===== config.mk =====
export PLATFORM = sky130hd
export DESIGN_NAME = alu_top
export DESIGN_NICKNAME = d
export VERILOG_FILES = /design/src/logic/alu_pkg.sv /design/src/logic/alu_ctrl_if.sv /design/src/logic/alu_datapath.sv /design/src/logic/alu_sequencer.sv /design/src/logic/alu_top.sv /design/src/logic/outbus_port.sv /design/src/logic/result_fifo.sv
export VERILOG_INCLUDE_DIRS = /design/src /design/src/logic
export SDC_FILE = /design/constraint.sdc
export NUM_CORES = 1
export LEC_CHECK = 0
export BUFFER_PORTS_ARGS = -buffer_cell sky130_fd_sc_hd__buf_4
export CAP_MARGIN = 20
export CORE_UTILIZATION = 50
export CTS_CLUSTER_DIAMETER = 150
export DETAILED_ROUTE_END_ITERATION = 16
export PLACE_DENSITY = 0.71
export SLEW_MARGIN = 20
export SYNTH_ARGS = -nofsm -noshare
export SYNTH_HDL_FRONTEND = slang
export SYNTH_SLANG_ARGS = --single-unit

===== constraint.sdc =====
create_clock -name clk -period 4.35 [get_ports clk]
set_clock_uncertainty 0.1 [all_clocks]
set_input_delay 0.435 -clock clk [delete_from_list [all_inputs] [get_ports clk]]
set_output_delay 0.435 -clock clk [all_outputs]
set_load 0.01 [all_outputs]

===== src/logic/alu_consts.svh =====
// word, accumulator, result queue and booth step constants for the arithmetic unit

`ifndef ALU_CONSTS_SVH
`define ALU_CONSTS_SVH

// operand and result word width, two's complement
`define ALU_WORD_W 8

// accumulator width: word plus two guard bits so that +-2M fits
`define ALU_ACC_W (`ALU_WORD_W + 2)

// result queue entries
`define ALU_FIFO_DEPTH 4

// radix-4 booth iterations, two multiplier bits per step
`define ALU_R4_STEPS (`ALU_WORD_W / 2)

`endif


===== src/logic/alu_pkg.sv =====
// operation codes, one-hot state indices and the result word type
`default_nettype none

package alu_pkg;

    `include "alu_consts.svh"

    // operation code as seen on the op input
    typedef enum logic [1:0] {
        OP_ADD  = 2'b00,  // 8-bit wrapped sum
        OP_SUB  = 2'b01,  // 8-bit wrapped difference
        OP_MUL  = 2'b10,  // radix-4 booth, 16-bit product
        OP_RSVD = 2'b11   // old division code, does nothing
    } alu_op_e;

    // bit position of each state inside the one-hot state register
    typedef enum logic [3:0] {
        IDLE          = 4'd0,
        LOADA         = 4'd1,  // A from inbus
        LOADQ         = 4'd2,  // Q from inbus, A cleared
        LOADM         = 4'd3,  // M from inbus, counter cleared
        ADDMTOA       = 4'd4,  // A := A +- M or A +- 2M
        RSHIFT        = 4'd5,  // first half of the two-bit shift
        RSHIFT_DOUBLE = 4'd6,  // second half
        COUNTRSHIFTS  = 4'd7,  // step counter increment
        PUSHA         = 4'd8,
        PUSHQ         = 4'd9
    } seq_state_e;

    // one queue entry; last marks the final word of an operation
    typedef struct packed {
        logic [`ALU_WORD_W-1:0] data;
        logic                   last;
    } result_word_t;

endpackage

`default_nettype wire


===== src/logic/alu_ctrl_if.sv =====
// control strobes and status between the sequencer and the datapath
`timescale 1ns/1ps
`default_nettype none

interface alu_ctrl_if;

    // strobes from the sequencer, acted on at the next rising clk edge
    logic       load_a;             // A from inbus, sign extended
    logic       load_q;             // Q from inbus, Q[-1] cleared
    logic       load_m;             // M from inbus
    logic       init_a;             // clear A before a multiply
    logic       load_a_from_adder;  // A from the adder output
    logic       rshift;             // one-bit arithmetic shift of A:Q:Q[-1]
    logic       init_count;         // clear the booth step counter
    logic       inc_count;
    logic       sel_sub;            // adder subtracts
    logic       sel_2m;             // adder uses 2M instead of M
    logic       push_a;             // push low byte of A into the queue
    logic       push_q;             // push Q into the queue

    // status from the datapath
    logic [2:0] booth_bits;         // Q[1], Q[0], Q[-1]
    logic       count_full;         // last booth step reached

    modport seq (
        output load_a, load_q, load_m, init_a, load_a_from_adder, rshift,
        output init_count, inc_count, sel_sub, sel_2m, push_a, push_q,
        input  booth_bits, count_full
    );

    modport dp (
        input  load_a, load_q, load_m, init_a, load_a_from_adder, rshift,
        input  init_count, inc_count, sel_sub, sel_2m, push_a, push_q,
        output booth_bits, count_full
    );

endinterface

`default_nettype wire


===== src/logic/alu_datapath.sv =====
// A, Q, M and Q[-1] registers, booth adder, two-step shifter and step counter
`timescale 1ns/1ps
`default_nettype none
`include "alu_consts.svh"

module alu_datapath (
    input  wire                          clk,
    input  wire                          arst_n,
    input  wire [`ALU_WORD_W-1:0]        inbus,
    alu_ctrl_if.dp                       ctrl,
    output logic                         push,
    output alu_pkg::result_word_t        push_word
);

    import alu_pkg::*;

    localparam int WW = `ALU_WORD_W;
    localparam int AW = `ALU_ACC_W;
    localparam int CW = $clog2(`ALU_R4_STEPS);

    logic [AW-1:0] a_reg;   // accumulator with two guard bits
    logic [WW-1:0] q_reg;   // multiplier, ends as product low byte
    logic [WW-1:0] m_reg;   // second operand / multiplicand
    logic          q_m1;    // Q[-1]
    logic [CW-1:0] count;   // booth steps done
    logic          is_mul;  // set by a Q load, cleared by an A load
    logic [AW-1:0] m_ext;
    logic [AW-1:0] addend;
    logic [AW-1:0] sum;
    result_word_t  word_c;

    // adder: A +- M or A +- 2M, all sign extended to the accumulator width
    assign m_ext  = {{(AW-WW){m_reg[WW-1]}}, m_reg};
    assign addend = ctrl.sel_2m ? {m_ext[AW-2:0], 1'b0} : m_ext;
    assign sum    = ctrl.sel_sub ? (a_reg - addend) : (a_reg + addend);

    // accumulator
    always_ff @(posedge clk) begin
        if (ctrl.init_a) begin
            a_reg <= '0;
        end else if (ctrl.load_a) begin
            a_reg <= {{(AW-WW){inbus[WW-1]}}, inbus};  // sign extend
        end else if (ctrl.load_a_from_adder) begin
            a_reg <= sum;
        end else if (ctrl.rshift) begin
            a_reg <= {a_reg[AW-1], a_reg[AW-1:1]};     // arithmetic
        end
    end

    // Q and Q[-1], fed from the bottom of A when shifting
    always_ff @(posedge clk) begin
        if (ctrl.load_q) begin
            q_reg <= inbus;
            q_m1  <= 1'b0;
        end else if (ctrl.rshift) begin
            q_reg <= {a_reg[0], q_reg[WW-1:1]};
            q_m1  <= q_reg[0];
        end
    end

    always_ff @(posedge clk) begin
        if (ctrl.load_m) begin
            m_reg <= inbus;
        end
    end

    // step counter and op type
    always_ff @(posedge clk or negedge arst_n) begin
        if (!arst_n) begin
            count  <= '0;
            is_mul <= 1'b0;
        end else begin
            if (ctrl.init_count) begin
                count <= '0;
            end else if (ctrl.inc_count) begin
                count <= count + 1'b1;
            end
            if (ctrl.load_q) begin
                is_mul <= 1'b1;
            end else if (ctrl.load_a) begin
                is_mul <= 1'b0;
            end
        end
    end

    assign ctrl.booth_bits = {q_reg[1:0], q_m1};
    assign ctrl.count_full = (count == CW'(`ALU_R4_STEPS - 1));  // three for 8-bit words

    // result word: A low byte is the add/sub result or the product high byte
    always_comb begin
        word_c.data = ctrl.push_q ? q_reg : a_reg[WW-1:0];
        word_c.last = ctrl.push_q | (ctrl.push_a & ~is_mul);  // mul ends on Q
    end

    assign push      = ctrl.push_a | ctrl.push_q;
    assign push_word = word_c;

endmodule

`default_nettype wire


===== src/logic/alu_sequencer.sv =====
// one-hot sequencer for add, sub and radix-4 booth multiply, with queue stall
`timescale 1ns/1ps
`default_nettype none

module alu_sequencer (
    input  wire                    clk,
    input  wire                    arst_n,
    input  wire                    op_begin,   // start strobe, only seen in IDLE
    input  wire alu_pkg::alu_op_e  op,
    input  wire                    fifo_full,
    output logic                   done,
    alu_ctrl_if.seq                ctrl
);

    import alu_pkg::*;

    localparam int NUM_STATES = PUSHQ + 1;  // one flop per state

    logic [NUM_STATES-1:0] state;      // current state, exactly one bit set
    logic [NUM_STATES-1:0] nxt;        // next state
    alu_op_e               op_q;       // op captured with begin
    logic                  is_mul;
    logic                  is_addsub;
    logic                  start_ok;   // begin in IDLE with a usable op
    logic                  booth_add;  // booth digit is not zero
    logic                  booth_neg;  // booth digit is negative
    logic                  booth_two;  // booth digit is +-2
    logic                  step_head;  // about to evaluate a booth step

    assign is_mul    = (op_q == OP_MUL);
    assign is_addsub = (op_q == OP_ADD) || (op_q == OP_SUB);
    assign start_ok  = state[IDLE] & op_begin & (op != OP_RSVD);  // rsvd just stays idle

    // booth recoding of Q[1] Q[0] Q[-1]
    assign booth_add = ~((&ctrl.booth_bits) | ~(|ctrl.booth_bits));  // 000 and 111 skip the add
    assign booth_neg = ctrl.booth_bits[2];
    assign booth_two = (ctrl.booth_bits == 3'b011) | (ctrl.booth_bits == 3'b100);

    // first step comes straight after LOADM, the others after the counter bump
    assign step_head = (state[LOADM] & is_mul) | state[COUNTRSHIFTS];

    // state flops, only IDLE comes out of reset set
    always_ff @(posedge clk or negedge arst_n) begin
        if (!arst_n) begin
            state       <= '0;
            state[IDLE] <= 1'b1;
            op_q        <= OP_ADD;
        end else begin
            state <= nxt;
            if (start_ok) begin
                op_q <= op;  // held for the whole operation
            end
        end
    end

    // next-state terms, one equation per state bit
    always_comb begin
        nxt = '0;

        nxt[IDLE] = (state[IDLE] & ~start_ok)                 // waiting, or rsvd op
                  | (state[PUSHA] & is_addsub & ~fifo_full)   // add/sub end
                  | (state[PUSHQ] & ~fifo_full);              // mul end

        nxt[LOADA] = start_ok & (op != OP_MUL);  // add, sub
        nxt[LOADQ] = start_ok & (op == OP_MUL);
        nxt[LOADM] = state[LOADA] | state[LOADQ];

        nxt[ADDMTOA] = (state[LOADM] & is_addsub)
                     | (step_head & booth_add);

        nxt[RSHIFT] = (state[ADDMTOA] & is_mul)   // after the partial add
                    | (step_head & ~booth_add);   // digit 0, shift at once
        nxt[RSHIFT_DOUBLE] = state[RSHIFT];
        nxt[COUNTRSHIFTS]  = state[RSHIFT_DOUBLE] & ~ctrl.count_full;

        // push states hold themselves while the queue is full
        nxt[PUSHA] = (state[ADDMTOA] & is_addsub)
                   | (state[RSHIFT_DOUBLE] & ctrl.count_full)
                   | (state[PUSHA] & fifo_full);
        nxt[PUSHQ] = (state[PUSHA] & is_mul & ~fifo_full)
                   | (state[PUSHQ] & fifo_full);
    end

    // load and init strobes line up with the edge that enters their state
    assign ctrl.load_a     = nxt[LOADA];
    assign ctrl.load_q     = nxt[LOADQ];
    assign ctrl.init_a     = nxt[LOADQ];   // product builds up from zero
    assign ctrl.load_m     = nxt[LOADM];
    assign ctrl.init_count = nxt[LOADM];

    assign ctrl.load_a_from_adder = nxt[ADDMTOA];
    assign ctrl.rshift            = nxt[RSHIFT] | nxt[RSHIFT_DOUBLE];  // two single shifts
    assign ctrl.inc_count         = nxt[COUNTRSHIFTS];

    // adder controls, booth bits are still the pre-add ones here
    assign ctrl.sel_sub = nxt[ADDMTOA] & (is_mul ? booth_neg : (op_q == OP_SUB));
    assign ctrl.sel_2m  = nxt[ADDMTOA] & is_mul & booth_two;

    // a push fires once, on the cycle the queue has room
    assign ctrl.push_a = state[PUSHA] & ~fifo_full;
    assign ctrl.push_q = state[PUSHQ] & ~fifo_full;

    // end of operation, high on the edge that re-enters IDLE
    assign done = nxt[IDLE] & ~state[IDLE];

endmodule

`default_nettype wire


===== src/logic/alu_top.sv =====
// top level: sequencer, datapath, result queue and output port on plain ports
`timescale 1ns/1ps
`default_nettype none
`include "alu_consts.svh"

module alu_top (
    input  wire                    clk,
    input  wire                    arst_n,
    input  wire                    op_begin,   // start strobe
    input  wire [1:0]              op,         // 00 add, 01 sub, 10 mul, 11 reserved
    input  wire [`ALU_WORD_W-1:0]  inbus,      // operands, one per cycle
    input  wire                    out_take,
    output logic                   done,
    output logic [`ALU_WORD_W-1:0] out_data,
    output logic                   out_last,
    output logic                   out_valid
);

    import alu_pkg::*;

    alu_ctrl_if   ctrl ();     // sequencer to datapath

    logic         push;        // datapath into queue
    result_word_t push_word;
    logic         pop;         // port out of queue
    result_word_t pop_word;
    logic         fifo_full;
    logic         fifo_empty;

    alu_sequencer u_seq (
        .clk       (clk),
        .arst_n    (arst_n),
        .op_begin  (op_begin),
        .op        (alu_op_e'(op)),
        .fifo_full (fifo_full),
        .done      (done),
        .ctrl      (ctrl.seq)
    );

    alu_datapath u_dp (
        .clk       (clk),
        .arst_n    (arst_n),
        .inbus     (inbus),
        .ctrl      (ctrl.dp),
        .push      (push),
        .push_word (push_word)
    );

    result_fifo u_fifo (
        .clk       (clk),
        .arst_n    (arst_n),
        .push      (push),
        .push_word (push_word),
        .pop       (pop),
        .pop_word  (pop_word),
        .full      (fifo_full),
        .empty     (fifo_empty)
    );

    outbus_port u_port (
        .clk       (clk),
        .arst_n    (arst_n),
        .empty     (fifo_empty),
        .pop_word  (pop_word),
        .pop       (pop),
        .out_take  (out_take),
        .out_data  (out_data),
        .out_last  (out_last),
        .out_valid (out_valid)
    );

endmodule

`default_nettype wire


===== src/logic/outbus_port.sv =====
// output holding register that shows the queue head until it is taken
`timescale 1ns/1ps
`default_nettype none
`include "alu_consts.svh"

module outbus_port (
    input  wire                        clk,
    input  wire                        arst_n,
    input  wire                        empty,      // queue has nothing
    input  wire alu_pkg::result_word_t pop_word,   // queue head
    output logic                       pop,
    input  wire                        out_take,   // one pulse per word
    output logic [`ALU_WORD_W-1:0]     out_data,
    output logic                       out_last,
    output logic                       out_valid
);

    import alu_pkg::*;

    result_word_t hold;  // word on the output pins

    // refill when the register is free or is being emptied this cycle
    assign pop = ~empty & (~out_valid | out_take);

    always_ff @(posedge clk) begin
        if (pop) begin
            hold <= pop_word;
        end
    end

    always_ff @(posedge clk or negedge arst_n) begin
        if (!arst_n) begin
            out_valid <= 1'b0;
        end else if (pop) begin
            out_valid <= 1'b1;   // new word, or back-to-back replacement
        end else if (out_take) begin
            out_valid <= 1'b0;
        end
    end

    assign out_data = hold.data;
    assign out_last = hold.last;

endmodule

`default_nettype wire


===== src/logic/result_fifo.sv =====
// circular result queue with push/pop strobes and full/empty flags
`timescale 1ns/1ps
`default_nettype none
`include "alu_consts.svh"

module result_fifo (
    input  wire                    clk,
    input  wire                    arst_n,
    input  wire                    push,
    input  wire alu_pkg::result_word_t push_word,
    input  wire                    pop,
    output alu_pkg::result_word_t  pop_word,
    output logic                   full,
    output logic                   empty
);

    import alu_pkg::*;

    localparam int DEPTH = `ALU_FIFO_DEPTH;
    localparam int PW    = $clog2(DEPTH);

    result_word_t  mem [DEPTH];  // storage
    logic [PW-1:0] wr_ptr;
    logic [PW-1:0] rd_ptr;
    logic [PW:0]   count;        // entries held, 0..DEPTH
    logic          do_push;
    logic          do_pop;

    assign do_push = push & ~full;   // overflow never writes
    assign do_pop  = pop & ~empty;

    always_ff @(posedge clk) begin
        if (do_push) begin
            mem[wr_ptr] <= push_word;
        end
    end

    // pointers wrap at DEPTH, count tracks simultaneous push and pop
    always_ff @(posedge clk or negedge arst_n) begin
        if (!arst_n) begin
            wr_ptr <= '0;
            rd_ptr <= '0;
            count  <= '0;
        end else begin
            if (do_push) begin
                wr_ptr <= (wr_ptr == PW'(DEPTH - 1)) ? '0 : wr_ptr + 1'b1;
            end
            if (do_pop) begin
                rd_ptr <= (rd_ptr == PW'(DEPTH - 1)) ? '0 : rd_ptr + 1'b1;
            end
            if (do_push & ~do_pop) begin
                count <= count + 1'b1;
            end else if (do_pop & ~do_push) begin
                count <= count - 1'b1;
            end
        end
    end

    assign pop_word = mem[rd_ptr];  // head, no read latency
    assign full     = (count == (PW+1)'(DEPTH));
    assign empty    = (count == '0);

endmodule

`default_nettype wire


==> impl_table.tex, run 1 <==
\begin{tabular}{lr}
\hline
Metric & Value \\
\hline
\multicolumn{2}{l}{\textbf{Run status}} \\
\quad Run status & complete, no violations \\
\multicolumn{2}{l}{\textbf{Clocking}} \\
\quad CTS max path bufs & 2 \\
\quad Clk slew on worst S/H paths & 0.11 ns \\
\quad Worst-Skew Late Latency & 0.37 ns \\
\quad CTS sink cnt & 95 \\
\quad Deepest level of the CTS H-tree & 3 \\
\quad TritonCTS clock tree & done \\
\quad TritonCTS Buffers & 9 \\
\quad Root buffer cell & clkbuf\_8 \\
\multicolumn{2}{l}{\textbf{Floorplanning}} \\
\quad Standard-cell row count & 34 \\
\quad Core area & 8891 um2 \\
\quad Die span in x & 98.58 um \\
\quad Area of the die & 9717 um2 \\
\quad Initial standard-cell utilization of the core & 52.45\% \\
\quad Chip Height & 98.58 um \\
\quad Number of I/O pins & 25 \\
\multicolumn{2}{l}{\textbf{STA}} \\
\quad Final worst slack & 0.3771 ns \\
\quad Final setup viols & 0 \\
\quad Worst max-slew margin expressed relative to the limit & 56.62\% \\
\quad Maximum clock frequency & 251.7 MHz \\
\quad Number of hold-slack violations in the final timing report & 0 \\
\quad Share of the clock period used by the worst path & 91.33\% \\
\quad Min Tclk post-route & 3.973 ns \\
\quad RSZ-0062 raised after global routing & no \\
\quad Slew at the pin with the worst max-slew slack & 0.6507 ns \\
\quad Max Transition Viols Final & 0 \\
\quad Setup TNS & 0 ns \\
\multicolumn{2}{l}{\textbf{Placed design}} \\
\quad Dpl hpwl & 6436 um \\
\quad Placed Instances & 519 \\
\quad Dpl ws & 0.3546 ns \\
\quad Final weighted congestion in routability-driven placement & 0.8531 \\
\quad Count of input and output buffers & 24 \\
\multicolumn{2}{l}{\textbf{Global routing}} \\
\quad Antenna violations before repair & 0 \\
\quad Total GRT Usage & 20.10\% \\
\quad Wire length of the first global-routing pass & 15,000 um \\
\quad Vias in the first global route & 3,010 \\
\quad Largest net degree at the start of global routing & 24 \\
\quad Total congestion overflow & 0 \\
\multicolumn{2}{l}{\textbf{Critical path}} \\
\quad Capturing element type of the critical path & register \\
\quad Critical path type & register to register \\
\quad FF-to-FF setup slack & 0.38 ns \\
\quad Critical path peak fanout & 4 \\
\quad Worst Path Required & 4.56 ns \\
\quad Worst reg2reg path startpoint & u\_dp.q\_reg[1]\$\_DFFE\_PP\_ \\
\quad Worst reg2reg endpoint & u\_dp.a\_reg[9]\$\_SDFFE\_PP0P\_ \\
\quad R2R depth & 17 \\
\quad CP arrival & 4.18 ns \\
\quad Critical path startpoint category & register \\
\multicolumn{2}{l}{\textbf{Power and ir drop}} \\
\quad Reported net switching power & 1.161 mW \\
\quad Maximum vdd drop & 0.4552 mV \\
\quad Share of total power in the clock network & 18.0\% \\
\quad Sequential Power Share & 45.9\% \\
\quad Static Leakage & 2.021 nW \\
\quad Power density over the cells & 617.2 nW/um2 \\
\quad Relative contribution of combinational cells to total power & 36.1\% \\
\quad Internal power consumption & 2.027 mW \\
\quad Switching part of the total & 36.42\% \\
\multicolumn{2}{l}{\textbf{Routing}} \\
\quad First drt pass iteration count & 5 \\
\quad Vias after detailed routing & 3,104 \\
\quad Final ANT Viol Nets & 0 \\
\quad Final routed wire length divided by cell count & 16.85 um \\
\quad Wirelength, routed & 9030 um \\
\quad Violation count after the first detailed-route iteration & 180 \\
\quad Via/cell ratio & 5.791 \\
\quad Number of remaining DRC errors & 0 \\
\multicolumn{2}{l}{\textbf{Hold path}} \\
\quad Min-Delay Startpoint & out\_take \\
\quad Classification of the worst-slack hold path & input pin to register \\
\quad Worst Hold Path EP & u\_port.out\_valid\$\_DFFE\_PN0P\_ \\
\quad Depth of the worst hold-timing path & 2 \\
\multicolumn{2}{l}{\textbf{Final layout}} \\
\quad Number of flip-flops in the largest register & 36 \\
\quad Number of inserted filler cells in the final layout & 715 \\
\quad Fraction of final layout cells with drive strength greater than 1 & 17.52\% \\
\quad Post-layout net count & 456 \\
\quad Ant diodes & 0 \\
\quad Cell Count, Final, Fillers Out & 536 \\
\quad Most common cell after layout, fill and taps aside & edfxtp\_1 \\
\quad Area grow syn2layout & 10.79\% \\
\quad Commonest non-fill, non-tap cells in the layout & edfxtp\_1 (61), nand2\_1 (53), nor2\_1 (29), buf\_4 (29) \\
\multicolumn{2}{l}{\textbf{Yosys}} \\
\quad Number of nets in the synthesized netlist & 428 \\
\quad Mean instance size in the synthesized netlist & 11.81 um2 \\
\quad Synthesized cell area & 4663 um2 \\
\quad Sequential cell area fraction in the yosys report & 56.37\% \\
\quad EDFF count, synth & 61 \\
\quad Synthesis-stage register bit count & 95 \\
\quad Fraction of registers with async set or reset after synthesis & 24.21\% \\
\quad Most common flop cell mapped by yosys & edfxtp\_1 \\
\quad Number of distinct standard cells referenced by the synthesized netlist & 58 \\
\quad Synth warn & 0 \\
\quad Syn Inst Count & 395 \\
\multicolumn{2}{l}{\textbf{Run}} \\
\quad Max-cap violation count & 0 \\
\hline
\end{tabular}
[through the flow]
| stage | hold slack (ns) | cell area [um2] | util, % | power [mW] |
|---|---|---|---|---|
| finish | 0.1539 | 5166 | 58.11 | 3.188 |
| global route | 0.1341 | 5166 | 58.11 | 3.415 |
| CTS | 0.1391 | 5160 | 58.04 | 3.201 |
| detailed placement | 0.2490 | 4957 | 55.76 | 2.626 |
| global placement | 0.2421 | 4957 | 55.76 | 2.576 |
| floorplan | 0.03941 | 4663 | - | 2.303 |
[worst max path at each step]
stage / from / endpoint / slack (ns) / cells after the start
global route: u_dp.q_reg[1]$_DFFE_PP_ / u_dp.a_reg[9]$_SDFFE_PP0P_ / 0.03 / 18
global placement: u_dp.q_reg[1]$_DFFE_PP_ / u_dp.a_reg[9]$_SDFFE_PP0P_ / 0.50 / 18
finish: u_dp.q_reg[1]$_DFFE_PP_ / u_dp.a_reg[9]$_SDFFE_PP0P_ / 0.38 / 17
CTS: u_dp.q_reg[1]$_DFFE_PP_ / u_dp.a_reg[9]$_SDFFE_PP0P_ / 0.31 / 18
floorplan: u_dp.q_reg[1]$_DFFE_PP_ / u_dp.a_reg[9]$_SDFFE_PP0P_ / 0.31 / 19
detailed placement: u_dp.q_reg[1]$_DFFE_PP_ / u_dp.a_reg[9]$_SDFFE_PP0P_ / 0.35 / 18
[synthesized netlist by cell type (all sizes together) (2+ instances only)]
master / count / share of area, %
or4: 2 / 0.40
nand4: 2 / 0.27
mux4: 9 / 4.3
mux2i: 7 / 1.5
nand3: 6 / 0.64
o21ai: 29 / 3.1
buf: 5 / 0.62
a31oi: 2 / 0.27
and2: 5 / 0.67
a211oi: 4 / 0.64
mux2: 12 / 2.9
clkbuf: 8 / 0.64
o31ai: 6 / 1.3
or2: 3 / 0.40
nand2b: 7 / 0.94
a21o: 4 / 0.64
nand3b: 4 / 0.64
dfxtp: 11 / 4.7
o41ai: 2 / 0.38
nor2: 29 / 2.3
o211ai: 2 / 0.32
nor3: 6 / 0.75
xnor2: 8 / 1.5
inv: 17 / 1.4
ha: 17 / 4.6
edfxtp: 61 / 39
or3: 2 / 0.27
nor4: 2 / 0.40
dfrtp: 22 / 12
a21oi: 20 / 2.2
nand2: 53 / 4.3
fa: 2 / 0.86
xor2: 8 / 1.5
a22oi: 2 / 0.32
o221ai: 4 / 0.75
[kinds of logic after synthesis]
kind of cell	after synthesis	synth area share, %
fa+ha+maj	19	5.420
buf+inv	30	2.630
xor+xnor	16	3.005
compound gates	84	11.56
mux	28	8.747
flops	95	56.37
simple gates	123	12.26
[power groups by stage]
stage | Sequential (mW) | Clock, mW | Combinational (mW)
5_1_grt | 1.50 | 0.622 | 1.29
3_5_place_dp | 1.48 | 0 | 1.14
3_3_place_gp | 1.47 | 0 | 1.10
4_1_cts | 1.47 | 0.584 | 1.15
6_report | 1.46 | 0.573 | 1.15
2_1_floorplan | 1.41 | 0 | 0.895
[timing repair]
| item | in CTS | in global routing |
|---|---|---|
| setup buffers | 0 | 0 |
| setup endpoints to repair | 0 | 1 |
| endpoints found under the hold margin | 22 | 0 |
| hold buffers | 1 | 0 |
| gates resized for setup | 0 | 1 |
[area by class of cell]
type	instances	area [um2]	share of cell area, %
tap	108	135.1	2.616
inverter	17	63.81	1.235
clock inverter	7	68.82	1.332
clock buffer	9	123.9	2.398
timing repair buffer	30	227.7	4.408
sequential	95	2629	50.88
multi-input combinational	270	1918	37.13
[critical path, cell delays in order, from the launching register on]
cell,delay (ns)
edfxtp_1,0.45
inv_1,0.16
and3_1,0.17
a21oi_1,0.05
nor3_2,0.21
mux2i_1,0.27
ha_1,0.21
nand2b_1,0.12
o21ai_0,0.26
xnor2_1,0.15
o21ai_1,0.08
ha_1,0.22
or4_1,0.50
o22ai_1,0.20
o21ai_0,0.16
nand3b_1,0.17
mux2_1,0.30
a31oi_1,0.15
[layer usage]
metal	up-vias	track usage (%)	wire (um)
met4	0	4.937	68
met5	-	0	0
li1	1503	-	-
met2	74	33.26	4413
met3	6	5.319	421
met1	1521	26.59	4127
(Power assumes the default switching activity.)
==> inputs of run 2 (changes only) <==
CORE_UTILIZATION = 55   (was 50)
PLACE_DENSITY = 0.77   (was 0.71)
==> run 2 against run 1 <==
  * Sequential power barely moved
  * Cell count fell by 0.56%
  * Via count rose by 0.77%
  * Combinational power barely moved
  * Power rose by 0.73%
  * Worst setup slack got worse by 0.0032 ns
  * Clock power rose by 3.7%
  * Critical endpoint unchanged
==> impl_table.tex, run 2 (same netlist as run 1, synthesis figures left out) <==
\begin{tabular}{lr}
\hline
Metric & Value \\
\hline
\multicolumn{2}{l}{\textbf{Critical path}} \\
\quad FF-to-FF setup slack & 0.37 ns (was 0.38 ns) \\
\quad Most Frequent Cell on Critical Path & ha\_1 \\
\quad Kind of cell adding the most delay to the critical path & simple AND/OR/NAND/NOR gates (unchanged) \\
\quad Slowest stage cell, crit path & edfxtp\_1 (was or4\_1) \\
\quad R2R depth & 18 (was 17) \\
\quad Critical path peak fanout & 4 (unchanged) \\
\quad Critical path type & register to register (unchanged) \\
\quad Crit-path cells & inv\_1 > and3\_1 > a21oi\_1 > nor3\_2 > mux2i\_1 > ha\_1 > nand2b\_1 > o41ai\_1 > xor2\_1 > nand2\_1 > o21ai\_1 > ha\_1 > or4\_1 > o22ai\_1 > o21ai\_0 > nand3b\_1 > mux2\_1 > a31oi\_1 (was inv\_1 > and3\_1 > a21oi\_1 > nor3\_2 > mux2i\_1 > ha\_1 > nand2b\_1 > o21ai\_0 > xnor2\_1 > o21ai\_1 > ha\_1 > or4\_1 > o22ai\_1 > o21ai\_0 > nand3b\_1 > mux2\_1 > a31oi\_1) \\
\quad Capturing element type of the critical path & register (unchanged) \\
\quad Longest individual stage delay on the worst path & 0.44 ns (was 0.50 ns) \\
\quad Critical path startpoint category & register (unchanged) \\
\quad Worst Path Required & 4.54 ns (was 4.56 ns) \\
\quad Worst reg2reg endpoint & u\_dp.a\_reg[9]\$\_SDFFE\_PP0P\_ (unchanged) \\
\quad CP bufs+invs & 1 (unchanged) \\
\quad CP arrival & 4.17 ns (was 4.18 ns) \\
\quad Worst reg2reg path startpoint & u\_dp.q\_reg[1]\$\_DFFE\_PP\_ (unchanged) \\
\multicolumn{2}{l}{\textbf{Placed design}} \\
\quad Count of input and output buffers & 24 (unchanged) \\
\quad Dpl ws & 0.3037 ns (was 0.3546 ns) \\
\quad Dpl hpwl & 6377 um (was 6436 um) \\
\quad Final weighted congestion in routability-driven placement & 0.8414 (was 0.8531) \\
\multicolumn{2}{l}{\textbf{Routing}} \\
\quad Number of remaining DRC errors & 0 (unchanged) \\
\quad Final routed wire length divided by cell count & 16.70 um (was 16.85 um) \\
\quad Vias after detailed routing & 3,128 (was 3,104) \\
\quad First drt pass iteration count & 5 (unchanged) \\
\quad Violation count after the first detailed-route iteration & 183 (was 180) \\
\quad Wirelength, routed & 8901 um (was 9030 um) \\
\quad Final ANT Viol Nets & 0 (unchanged) \\
\quad Via/cell ratio & 5.869 (was 5.791) \\
\multicolumn{2}{l}{\textbf{Power and ir drop}} \\
\quad Power density over the cells & 620.6 nW/um2 (was 617.2 nW/um2) \\
\quad Maximum vdd drop & 0.3020 mV (was 0.4552 mV) \\
\quad Static Leakage & 2.020 nW (was 2.021 nW) \\
\multicolumn{2}{l}{\textbf{Final layout}} \\
\quad Ant diodes & 0 (unchanged) \\
\quad Number of inserted filler cells in the final layout & 638 (was 715) \\
\quad Number of flip-flops in the largest register & 36 (unchanged) \\
\quad Commonest non-fill, non-tap cells in the layout & edfxtp\_1 (61), nand2\_1 (53), nor2\_1 (29), buf\_4 (29) (unchanged) \\
\quad Post-layout net count & 456 (unchanged) \\
\quad Area grow syn2layout & 10.97\% (was 10.79\%) \\
\quad Fraction of final layout cells with drive strength greater than 1 & 17.52\% (unchanged) \\
\quad Most common cell after layout, fill and taps aside & edfxtp\_1 (unchanged) \\
\multicolumn{2}{l}{\textbf{STA}} \\
\quad Max Transition Viols Final & 0 (unchanged) \\
\quad Worst max-slew margin expressed relative to the limit & 59.08\% (was 56.62\%) \\
\quad Final setup viols & 0 (unchanged) \\
\quad Final worst slack & 0.3739 ns (was 0.3771 ns) \\
\quad Number of hold-slack violations in the final timing report & 0 (unchanged) \\
\quad Maximum clock frequency & 251.5 MHz (was 251.7 MHz) \\
\quad Setup TNS & 0 ns (unchanged) \\
\quad Slew at the pin with the worst max-slew slack & 0.6139 ns (was 0.6507 ns) \\
\quad Share of the clock period used by the worst path & 91.40\% (was 91.33\%) \\
\quad RSZ-0062 raised after global routing & no (unchanged) \\
\quad Min Tclk post-route & 3.976 ns (was 3.973 ns) \\
\multicolumn{2}{l}{\textbf{Global routing}} \\
\quad Wire length of the first global-routing pass & 14,710 um (was 15,000 um) \\
\quad Largest net degree at the start of global routing & 24 (unchanged) \\
\quad Total GRT Usage & 21.96\% (was 20.10\%) \\
\quad Total congestion overflow & 0 (unchanged) \\
\quad Antenna violations before repair & 0 (unchanged) \\
\quad Vias in the first global route & 3,052 (was 3,010) \\
\multicolumn{2}{l}{\textbf{Floorplanning}} \\
\quad Area of the die & 8851 um2 (was 9717 um2) \\
\quad Die span in x & 94.08 um (was 98.58 um) \\
\quad Core area & 8217 um2 (was 8891 um2) \\
\quad Standard-cell row count & 33 (was 34) \\
\quad Number of I/O pins & 25 (unchanged) \\
\quad Chip Height & 94.08 um (was 98.58 um) \\
\quad Initial standard-cell utilization of the core & 56.75\% (was 52.45\%) \\
\multicolumn{2}{l}{\textbf{Hold path}} \\
\quad Min-Delay Startpoint & out\_take (unchanged) \\
\quad Worst Hold Path EP & u\_port.out\_valid\$\_DFFE\_PN0P\_ (unchanged) \\
\quad Depth of the worst hold-timing path & 2 (unchanged) \\
\quad Classification of the worst-slack hold path & input pin to register (unchanged) \\
\multicolumn{2}{l}{\textbf{Run status}} \\
\quad Run status & complete, no violations (unchanged) \\
\multicolumn{2}{l}{\textbf{Clocking}} \\
\quad TritonCTS Buffers & 9 (unchanged) \\
\quad Clk slew on worst S/H paths & 0.10 ns (was 0.11 ns) \\
\quad Root buffer cell & clkbuf\_8 (unchanged) \\
\quad CTS max path bufs & 2 (unchanged) \\
\quad CTS sink cnt & 95 (unchanged) \\
\quad Worst-Skew Late Latency & 0.36 ns (was 0.37 ns) \\
\quad Deepest level of the CTS H-tree & 3 (unchanged) \\
\quad TritonCTS clock tree & done (unchanged) \\
\multicolumn{2}{l}{\textbf{Run}} \\
\quad Max-cap violation count & 0 (unchanged) \\
\hline
\end{tabular}
[run 2: worst max path at each step]
stage / slack, ns / end / cells past startpoint / from
3_3_place_gp: 0.50 / u_dp.a_reg[9]$_SDFFE_PP0P_ / 18 / u_dp.q_reg[1]$_DFFE_PP_
4_1_cts: 0.27 / u_dp.a_reg[9]$_SDFFE_PP0P_ / 18 / u_dp.q_reg[1]$_DFFE_PP_
6_report: 0.37 / u_dp.a_reg[9]$_SDFFE_PP0P_ / 18 / u_dp.q_reg[1]$_DFFE_PP_
5_1_grt: 0.02 / u_dp.a_reg[9]$_SDFFE_PP0P_ / 18 / u_dp.q_reg[1]$_DFFE_PP_
2_1_floorplan: 0.31 / u_dp.a_reg[9]$_SDFFE_PP0P_ / 19 / u_dp.q_reg[1]$_DFFE_PP_
3_5_place_dp: 0.30 / u_dp.a_reg[9]$_SDFFE_PP0P_ / 18 / u_dp.q_reg[1]$_DFFE_PP_
[run 2: power by group]
part           internal (mW)  switching (mW)
combinational          0.549           0.609
clock                  0.273           0.321
sequential              1.25           0.208
total                   2.07            1.14
[run 2: through the flow]
step	power [mW]	hold WS [ns]	std cells	cell area, um2	util, %
finish	3.212	0.1606	533	5175	62.98
global route	3.420	0.1656	533	5175	62.98
CTS	3.219	0.1582	533	5169	62.91
detailed placement	2.619	0.2485	516	4954	60.29
global placement	2.566	0.2418	516	4954	60.29
floorplan	2.303	0.03941	395	4663	-
[run 2: final cells by class]
| type | count | area (um2) | share of cell area, % |
|---|---|---|---|
| sequential | 95 | 2629 | 50.80 |
| multi-input combinational | 270 | 1918 | 37.06 |
| timing repair buffer | 30 | 227.7 | 4.400 |
| tap | 105 | 131.4 | 2.539 |
| clock buffer | 9 | 123.9 | 2.394 |
| clock inverter | 7 | 81.33 | 1.572 |
| inverter | 17 | 63.81 | 1.233 |
[run 2: worst register-to-register path, stage by stage, from the launching register on]
cell and delay, ns:
edfxtp_1 0.44, inv_1 0.16, and3_1 0.17, a21oi_1 0.05
nor3_2 0.20, mux2i_1 0.27, ha_1 0.20, nand2b_1 0.11
o41ai_1 0.31, xor2_1 0.11, nand2_1 0.08, o21ai_1 0.07
ha_1 0.22, or4_1 0.42, o22ai_1 0.21, o21ai_0 0.16
nand3b_1 0.17, mux2_1 0.30, a31oi_1 0.16
[run 2: timing repair]
item,4_1_cts,5_1_grt
hold endpoints to repair,22,0
setup endpoints to repair,0,1
buffers inserted,0,0
resized for setup,0,1
hold buffers,1,0
[run 2: metal layers]
layer,up-vias,global-route usage (%),wire [um]
li1,1503,-,-
met1,1517,28.92,3966
met2,93,36.31,4373
met3,15,4.854,436
met4,0,6.667,125
met5,-,0,0
